--- config.mk ---
export PLATFORM = sky130hd
export DESIGN_NAME = quickDivider
export DESIGN_NICKNAME = d
export VERILOG_FILES = /design/src/verilog/divCtrlPkg.sv /design/src/verilog/divWidthPkg.sv /design/src/verilog/quickDivider.sv /design/src/verilog/restoreDatapath.sv /design/src/verilog/iterCounter.sv /design/src/verilog/divSequencer.sv /design/src/verilog/leadNormalizer.sv
export SDC_FILE = /design/constraint.sdc
export NUM_CORES = 1
export LEC_CHECK = 0
export ABC_AREA = 1
export BUFFER_PORTS_ARGS = -buffer_cell sky130_fd_sc_hd__buf_2
export CAP_MARGIN = 10
export CORE_UTILIZATION = 45
export CTS_CLUSTER_SIZE = 14
export DETAILED_ROUTE_END_ITERATION = 10
export HOLD_SLACK_MARGIN = 0.12
export PLACE_DENSITY = 0.7
export SKIP_CTS_REPAIR_TIMING = 1
export SYNTH_ARGS = -nofsm -noshare
export SYNTH_HDL_FRONTEND = slang
export SYNTH_SLANG_ARGS = --single-unit
--- constraint.sdc ---
create_clock -name clk -period 6.9 [get_ports clk]
set_input_delay 0.69 -clock clk [delete_from_list [all_inputs] [get_ports clk]]
set_output_delay 0.69 -clock clk [all_outputs]
set_load 0.02 [all_outputs]
--- src/verilog/divCtrlPkg.sv ---
/*
 * Control encodings for the divider FSM.
 * Used by the sequencer and by the bound assertions.
 */

package divCtrlPkg;

  // ****************************************
  // Sequencer states.
  // ****************************************
  typedef enum logic [1:0] {
    prep   = 2'd0, // Load operands, preset counter.
    loop   = 2'd1, // One restoring step per cycle.
    finish = 2'd2, // Idle, results held.
    free   = 2'd3  // Reset state, same as finish.
  } divStateT;

endpackage

--- src/verilog/divWidthPkg.sv ---
/*
 * Operand width defaults for the quick start divider.
 * Shared by the RTL and the bench to size data and counter ports.
 */

package divWidthPkg;

  // ****************************************
  // Width defaults.
  // ****************************************
  parameter int widthDefault = 32; // Default dividend and divisor width.

  // Counter bits needed to index every quotient bit.
  // For 32 this gives 5 bits.
  function automatic int cntWidthOf(input int width);
    return $clog2(width); // Base-2 log of the width.
  endfunction

endpackage
--- src/verilog/quickDivider.sv ---
/*
 * Unsigned restoring divider with quick start, top level.
 * Pulse start with a and b held; q and r are valid when busy falls.
 */

`timescale 1ns/1ns

module quickDivider #(
  parameter int dataWidth = divWidthPkg::widthDefault
) (
  input  logic                 clk,
  input  logic                 rstLow,
  input  logic [dataWidth-1:0] a,     // Dividend.
  input  logic [dataWidth-1:0] b,     // Divisor, never zero.
  input  logic                 start, // Start strobe.
  output logic [dataWidth-1:0] q,     // Quotient.
  output logic [dataWidth-1:0] r,     // Remainder.
  output logic                 busy   // Division in flight.
);

  import divWidthPkg::*;

  localparam int cntWidth = cntWidthOf(dataWidth);

  // ****************************************
  // Internal wires.
  // ****************************************
  logic [dataWidth-1:0] aNorm;       // Normalized dividend.
  logic [cntWidth-1:0]  normShift;   // Leading zeros of a.
  logic                 dividendLow; // a below b.
  logic                 init;        // Prep cycle.
  logic                 iterDone;    // Last loop cycle.

  // Quick start normalization.
  leadNormalizer #(
    .dataWidth(dataWidth)
  ) normalizer (
    .a        (a),
    .aNorm    (aNorm),
    .normShift(normShift)
  );

  // Control FSM.
  divSequencer sequencer (
    .clk        (clk),
    .rstLow     (rstLow),
    .start      (start),
    .dividendLow(dividendLow),
    .iterDone   (iterDone),
    .init       (init),
    .busy       (busy)
  );

  // Loop length.
  iterCounter #(
    .dataWidth(dataWidth)
  ) counter (
    .clk      (clk),
    .rstLow   (rstLow),
    .init     (init),
    .busy     (busy),
    .normShift(normShift),
    .iterDone (iterDone)
  );

  // Quotient and remainder.
  restoreDatapath #(
    .dataWidth(dataWidth)
  ) datapath (
    .clk        (clk),
    .rstLow     (rstLow),
    .init       (init),
    .busy       (busy),
    .a          (a),
    .b          (b),
    .aNorm      (aNorm),
    .q          (q),
    .r          (r),
    .dividendLow(dividendLow)
  );

endmodule

--- src/verilog/restoreDatapath.sv ---
/*
 * Restoring division datapath: quotient and remainder registers.
 * One trial subtraction per loop cycle; a below b bypasses the registers.
 */

`timescale 1ns/1ns

module restoreDatapath #(
  parameter int dataWidth = divWidthPkg::widthDefault
) (
  input  logic                 clk,
  input  logic                 rstLow,
  input  logic                 init,       // Load operands.
  input  logic                 busy,       // Step enable.
  input  logic [dataWidth-1:0] a,          // Raw dividend, for the bypass.
  input  logic [dataWidth-1:0] b,          // Divisor, held by the caller.
  input  logic [dataWidth-1:0] aNorm,      // Normalized dividend.
  output logic [dataWidth-1:0] q,          // Quotient.
  output logic [dataWidth-1:0] r,          // Remainder.
  output logic                 dividendLow // a below b.
);

  logic [dataWidth-1:0] qReg;  // Dividend, shifts into the quotient.
  logic [dataWidth-1:0] rReg;  // Partial remainder.
  logic [dataWidth:0]   trial; // One bit wider, MSB is the borrow.

  // ****************************************
  // Trial subtraction.
  // ****************************************
  // Next dividend bit joins the partial remainder.
  assign trial = {rReg, qReg[dataWidth-1]} - {1'b0, b};

  // Quotient register.
  always_ff @(posedge clk or negedge rstLow) begin
    if (!rstLow) begin
      qReg <= '0;
    end else if (init) begin
      qReg <= aNorm; // Leading zeros already removed.
    end else if (busy) begin
      qReg <= {qReg[dataWidth-2:0], ~trial[dataWidth]}; // No borrow sets a 1.
    end
  end

  // Remainder register.
  always_ff @(posedge clk or negedge rstLow) begin
    if (!rstLow) begin
      rReg <= '0;
    end else if (init) begin
      rReg <= '0;
    end else if (busy) begin
      if (trial[dataWidth]) begin
        rReg <= {rReg[dataWidth-2:0], qReg[dataWidth-1]}; // Restore, shift only.
      end else begin
        rReg <= trial[dataWidth-1:0]; // Keep the difference.
      end
    end
  end

  // ****************************************
  // Bypass for a below b.
  // ****************************************
  // Zero latency; registers keep their old contents meanwhile.
  assign dividendLow = (a < b);
  assign q = dividendLow ? '0 : qReg;
  assign r = dividendLow ? a : rReg;

endmodule

--- src/verilog/iterCounter.sv ---
/*
 * Iteration counter for the restoring loop.
 * Preset with the normalization shift, so short dividends finish early.
 */

`timescale 1ns/1ns

module iterCounter #(
  parameter int dataWidth = divWidthPkg::widthDefault
) (
  input  logic                                          clk,
  input  logic                                          rstLow,
  input  logic                                          init,      // Preset strobe.
  input  logic                                          busy,      // Count enable.
  input  logic [divWidthPkg::cntWidthOf(dataWidth)-1:0] normShift, // Skipped steps.
  output logic                                          iterDone   // Last iteration.
);

  import divWidthPkg::*;

  localparam int cntWidth = cntWidthOf(dataWidth);

  logic [cntWidth-1:0] count; // Steps done, offset by the shift.

  // Runs from normShift up to all ones.
  always_ff @(posedge clk or negedge rstLow) begin
    if (!rstLow) begin
      count <= '0;
    end else if (init) begin
      count <= normShift; // Saved iterations skipped here.
    end else if (busy) begin
      count <= count + 1'b1;
    end
  end

  assign iterDone = &count; // Only sampled by the FSM in loop.

endmodule

--- src/verilog/divSequencer.sv ---
/*
 * Divider FSM: prep for one cycle, then loop until the last iteration.
 * Produces the init strobe and the busy level for the datapath and counter.
 */

`timescale 1ns/1ns

module divSequencer (
  input  logic clk,
  input  logic rstLow,
  input  logic start,       // Start strobe from the caller.
  input  logic dividendLow, // a below b, result is bypassed.
  input  logic iterDone,    // Counter at all ones.
  output logic init,        // High in prep only.
  output logic busy         // High in prep and loop.
);

  import divCtrlPkg::*;

  divStateT state;     // Current state.
  divStateT stateNext; // Next state.
  logic     startOk;   // Start that is not bypassed.

  // Bypassed divisions never enter the loop.
  assign startOk = start & ~dividendLow;

  // ****************************************
  // Next state.
  // ****************************************
  always_comb begin
    stateNext = state;
    case (state)
      prep: begin
        stateNext = loop; // Operands loaded in one cycle.
      end
      loop: begin
        if (iterDone) begin
          stateNext = finish; // Last restoring step done.
        end
      end
      finish, free: begin
        if (startOk) begin
          stateNext = prep; // Starts while busy never get here.
        end
      end
      default: stateNext = free;
    endcase
  end

  // State register.
  always_ff @(posedge clk or negedge rstLow) begin
    if (!rstLow) begin
      state <= free;
    end else begin
      state <= stateNext;
    end
  end

  // ****************************************
  // Output decode.
  // ****************************************
  assign init = (state == prep);
  assign busy = (state == prep) || (state == loop); // Falls when q and r are valid.

endmodule

--- src/verilog/leadNormalizer.sv ---
/*
 * Leading-zero count of the dividend and the left-normalized dividend.
 * Purely combinational; the count presets the iteration counter.
 */

`timescale 1ns/1ns

module leadNormalizer #(
  parameter int dataWidth = divWidthPkg::widthDefault
) (
  input  logic [dataWidth-1:0]                          a,        // Raw dividend.
  output logic [dataWidth-1:0]                          aNorm,    // Leading zeros removed.
  output logic [divWidthPkg::cntWidthOf(dataWidth)-1:0] normShift // Leading-zero count.
);

  import divWidthPkg::*;

  localparam int cntWidth = cntWidthOf(dataWidth);

  logic [cntWidth-1:0] zeroCount; // Result of the priority search.

  // ****************************************
  // Priority search for the top set bit.
  // ****************************************
  // Scan from LSB up, so the highest set bit writes last and wins.
  always_comb begin
    zeroCount = {cntWidth{1'b1}}; // Zero dividend gives max shift.
    for (int i = 0; i < dataWidth; i++) begin
      if (a[i]) begin
        zeroCount = cntWidth'(dataWidth - 1 - i); // Zeros above bit i.
      end
    end
  end

  assign normShift = zeroCount;

  // ****************************************
  // Normalization shift.
  // ****************************************
  // Top set bit lands in the MSB.
  // Shifted-in zeros end up above the quotient bits.
  assign aNorm = a << zeroCount;

endmodule

==> results_tabular.tex <==
\begin{tabular}{lr}
\hline
Metric & Value \\
\hline
\multicolumn{2}{l}{\textbf{STA}} \\
Final count of pins violating max slew & 0 \\
Clock skew & 0.0120 ns \\
Final number of hold-violating endpoints & 0 \\
Setup tns final & 0 ns \\
Fin crit period & 4.36 ns \\
Slew of the pin with the lowest slew margin & 1.16 ns \\
Unrepaired setup endpoints after global routing & no \\
Worst max-slew margin expressed relative to the limit & 0.222 \\
Share of the clock period used by the worst path after layout & 0.632 \\
Setup-failing EPs final & 0 \\
Maximum clock rate & 0.229 GHz \\
\multicolumn{2}{l}{\textbf{GRT}} \\
Pin count of the biggest net entering global routing & 72 \\
Via count of the first global-routing pass & 7941 \\
Overall routing resource usage & 0.277 \\
Number of antenna violations at the first check in global routing & 0 \\
Wire length of the first global-routing pass & 39700 µm \\
Global-route congestion overflow total & 0 \\
\multicolumn{2}{l}{\textbf{Power}} \\
Leakage power & 4.55 nW \\
Share of total power in sequential cells & 0.241 \\
Peak ir drop on the vdd network & 0.168 mV \\
Power density over cell area & 340 mW/mm² \\
Tot Pwr & 0.00301 W \\
Reported net switching power & 0.00147 W \\
Switching portion of total power & 0.490 \\
Clock Power Share & 0.167 \\
Cell-internal power & 0.00154 W \\
Combinational share of power & 0.592 \\
\multicolumn{2}{l}{\textbf{Critical path}} \\
Data arrival, critical path & 3.67 ns \\
Maximum fanout along the worst path & 34 \\
Setup crit start kind & input port \\
Setup Crit Path Kind & input port to output port \\
Required time of the critical path & 6.21 ns \\
Critical Path End Type & output port \\
\multicolumn{2}{l}{\textbf{Synth}} \\
Post-synth net total & 1340 \\
Syn Inst Count & 1207 \\
EDFF count, synth & 0 \\
Top cells by instance count after synthesis & sky130\_fd\_sc\_hd\_\_nand2\_1 (247), sky130\_fd\_sc\_hd\_\_nand3\_1 (241), sky130\_fd\_sc\_hd\_\_inv\_1 (155) \\
Most used flip-flop cell after synthesis & sky130\_fd\_sc\_hd\_\_dfrtp\_1 \\
Number of distinct library cells after synthesis & 49 \\
Synthesized area per cell & 6.49 µm² \\
Area fraction of the dominant cell type after synthesis & 0.220 \\
Netlist area before placement & 0.00783 mm² \\
Cell with the most instances after synthesis & sky130\_fd\_sc\_hd\_\_nand2\_1 \\
Async SR Flop Fraction & 1.00 \\
Number of synthesized register bits & 71 \\
Cell taking the most area after synthesis & sky130\_fd\_sc\_hd\_\_dfrtp\_1 \\
Proportion of synthesized chip area in sequential cells & 0.227 \\
Ys Warns & 0 \\
Area contributors post-synth & sky130\_fd\_sc\_hd\_\_dfrtp\_1 (22\%), sky130\_fd\_sc\_hd\_\_nand3\_1 (15\%), sky130\_fd\_sc\_hd\_\_nand2\_1 (12\%) \\
\multicolumn{2}{l}{\textbf{Place}} \\
DP Wirelength & 18100 µm \\
Quantity of I/O buffers inserted on ports & 131 \\
Cell count after placement & 1507 \\
Gp weighted congestion & 0.923 \\
\multicolumn{2}{l}{\textbf{Clocking}} \\
Total CTS buffers & 9 \\
Clk Latency, worst-skew pair & 0.36 ns \\
Root buffer cell & sky130\_fd\_sc\_hd\_\_clkbuf\_16 \\
TritonCTS clock tree & built \\
Maximum number of buffers from clock root to sink & 2 \\
Clock edge transition at the registers on the reported setup and hold paths & 0.06 ns \\
CTS H-tree lvls & 3 \\
Clock tree sinks & 71 \\
\multicolumn{2}{l}{\textbf{Finish}} \\
Synthesis-to-layout area growth & 13.0\% \\
Antenna Diode Count & 0 \\
Number of standard cells in the layout, taps in and fillers out & 1523 \\
Fraction of layout instances using a drive strength above 1 & 0.150 \\
NumNets Final & 1431 \\
\multicolumn{2}{l}{\textbf{Detailed routing}} \\
Total wirelength of the detailed-routed design & 24200 µm \\
Vias after detailed routing & 8555 \\
Post-detailed-route via-to-cell ratio & 5.62 \\
Count of nets left with antenna violations after detail routing & 0 \\
Drt first-iter violations & 723 \\
DRC viols & 0 \\
DR WL/cell & 15.9 µm \\
Number of optimization iterations in the first detailed-route pass & 6 \\
\multicolumn{2}{l}{\textbf{Floorplanning}} \\
Die outline height & 134 µm \\
Rows & 47 \\
Effective utilization at floorplan & 0.466 \\
Area of the placeable core & 0.0168 mm² \\
Die area & 0.0179 mm² \\
Horizontal die dimension & 134 µm \\
Number of top-level design ports & 132 \\
\multicolumn{2}{l}{\textbf{Outcome}} \\
Outcome & finished clean \\
\multicolumn{2}{l}{\textbf{Worst hold path}} \\
Worst min path class & flip-flop to flip-flop \\
\multicolumn{2}{l}{\textbf{Job}} \\
Number of max-capacitance violations reported & 0 \\
\hline
\end{tabular}
## logic make-up after synthesis
family	count (synthesis)	synth area share
AND/OR/NAND/NOR	603	0.343
flip-flops	71	0.227
XOR/XNOR	28	0.0313
AO/OA/AOI/OAI	217	0.175
buffers and inverters	222	0.117
adder cells (fa/ha/maj)	66	0.106
## per-stage QoR
step	setup WS, ns	util	hold slack, ns	instance area, µm²
6_report	2.54	0.526	0.505	8850
2_1_floorplan	3.42	-	0.394	7830
4_1_cts	2.50	0.526	0.510	8850
5_1_grt	2.14	0.526	0.532	8850
3_3_place_gp	2.51	0.508	0.486	8540
3_5_place_dp	2.51	0.508	0.489	8540
## layer usage
layer	routed length, µm	GRT usage	vias to the layer above
li1	-	-	4283
met1	10900	0.365	3958
met2	11400	0.463	276
met3	1410	0.0416	38
met4	519	0.0941	0
met5	0	0	-
## registers in the layout, indices dropped and copies added, names as in the netlist
name,flops
datapath.qReg,32
sequencer.state,2
counter.count,5
datapath.rReg,32
## cells in the final DEF (no fill, tap or decap), types with 4 or more instances in the layout
master                        n
sky130_fd_sc_hd__ha_1        65
sky130_fd_sc_hd__a21oi_2      4
sky130_fd_sc_hd__xnor2_1     14
sky130_fd_sc_hd__nand4_1     13
sky130_fd_sc_hd__nand2_1    246
sky130_fd_sc_hd__clkbuf_16    9
sky130_fd_sc_hd__xor2_1      14
sky130_fd_sc_hd__nand2_2     13
sky130_fd_sc_hd__nor2_1      71
sky130_fd_sc_hd__o21ai_2      4
sky130_fd_sc_hd__nand3_1    241
sky130_fd_sc_hd__o211ai_1    25
sky130_fd_sc_hd__a21oi_1     55
sky130_fd_sc_hd__buf_2      131
sky130_fd_sc_hd__a31oi_1      6
sky130_fd_sc_hd__nor3_1       7
sky130_fd_sc_hd__o22ai_1     15
sky130_fd_sc_hd__dfrtp_1     69
sky130_fd_sc_hd__a32o_1      13
sky130_fd_sc_hd__o21ai_1      5
sky130_fd_sc_hd__buf_4        8
sky130_fd_sc_hd__inv_1      155
sky130_fd_sc_hd__inv_2        4
sky130_fd_sc_hd__o21ai_0     63
sky130_fd_sc_hd__o221ai_1     5
## power by group through the flow
stage               sequential, W  clock, W  combinational [W]
global route             0.000748  0.000520            0.00200
floorplan                0.000694         0            0.00139
CTS                      0.000724  0.000508            0.00178
global placement         0.000730         0            0.00175
finish                   0.000726  0.000502            0.00178
detailed placement       0.000730         0            0.00177
## critical path, stage by stage
cell and delay [ns]:
sky130_fd_sc_hd__buf_2 0.11, sky130_fd_sc_hd__inv_1 0.06, sky130_fd_sc_hd__ha_1 0.26, sky130_fd_sc_hd__a21boi_0 0.18, sky130_fd_sc_hd__o211ai_1 0.13, sky130_fd_sc_hd__a21oi_1 0.16, sky130_fd_sc_hd__a2111oi_0 0.10, sky130_fd_sc_hd__o211ai_1 0.21
sky130_fd_sc_hd__nand4_1 0.11, sky130_fd_sc_hd__nand3_1 0.19, sky130_fd_sc_hd__nand4_1 0.14, sky130_fd_sc_hd__nand2_2 0.10, sky130_fd_sc_hd__clkinv_1 0.63, sky130_fd_sc_hd__o21ai_0 0.38, sky130_fd_sc_hd__buf_2 0.21
## final timing paths
| path | startpoint | to | slack, ns | depth (start not counted) |
|---|---|---|---|---|
| max in group asynchronous | rstLow | datapath.rReg[17] | 5.71 | 2 |
| min in group asynchronous | rstLow | datapath.qReg[11] | 0.56 | 2 |
| setup reg to reg | datapath.qReg[31] | datapath.rReg[31] | 2.87 | 26 |
| setup / recovery | b[1] | r[30] | 2.54 | 15 |
| hold reg to reg | datapath.qReg[7] | datapath.qReg[8] | 0.50 | 2 |
| hold / removal | datapath.qReg[7] | datapath.qReg[8] | 0.50 | 2 |
## final cells by class
class	instances	area, µm²
fillers	1715	7970
multi-input cells	914	5160
flip-flops and latches	71	1780
repair buffers	139	716
inverters	163	614
well taps	220	275
clock buffers	10	239
clock inverters	6	67.6
(Power assumes the default switching activity.)
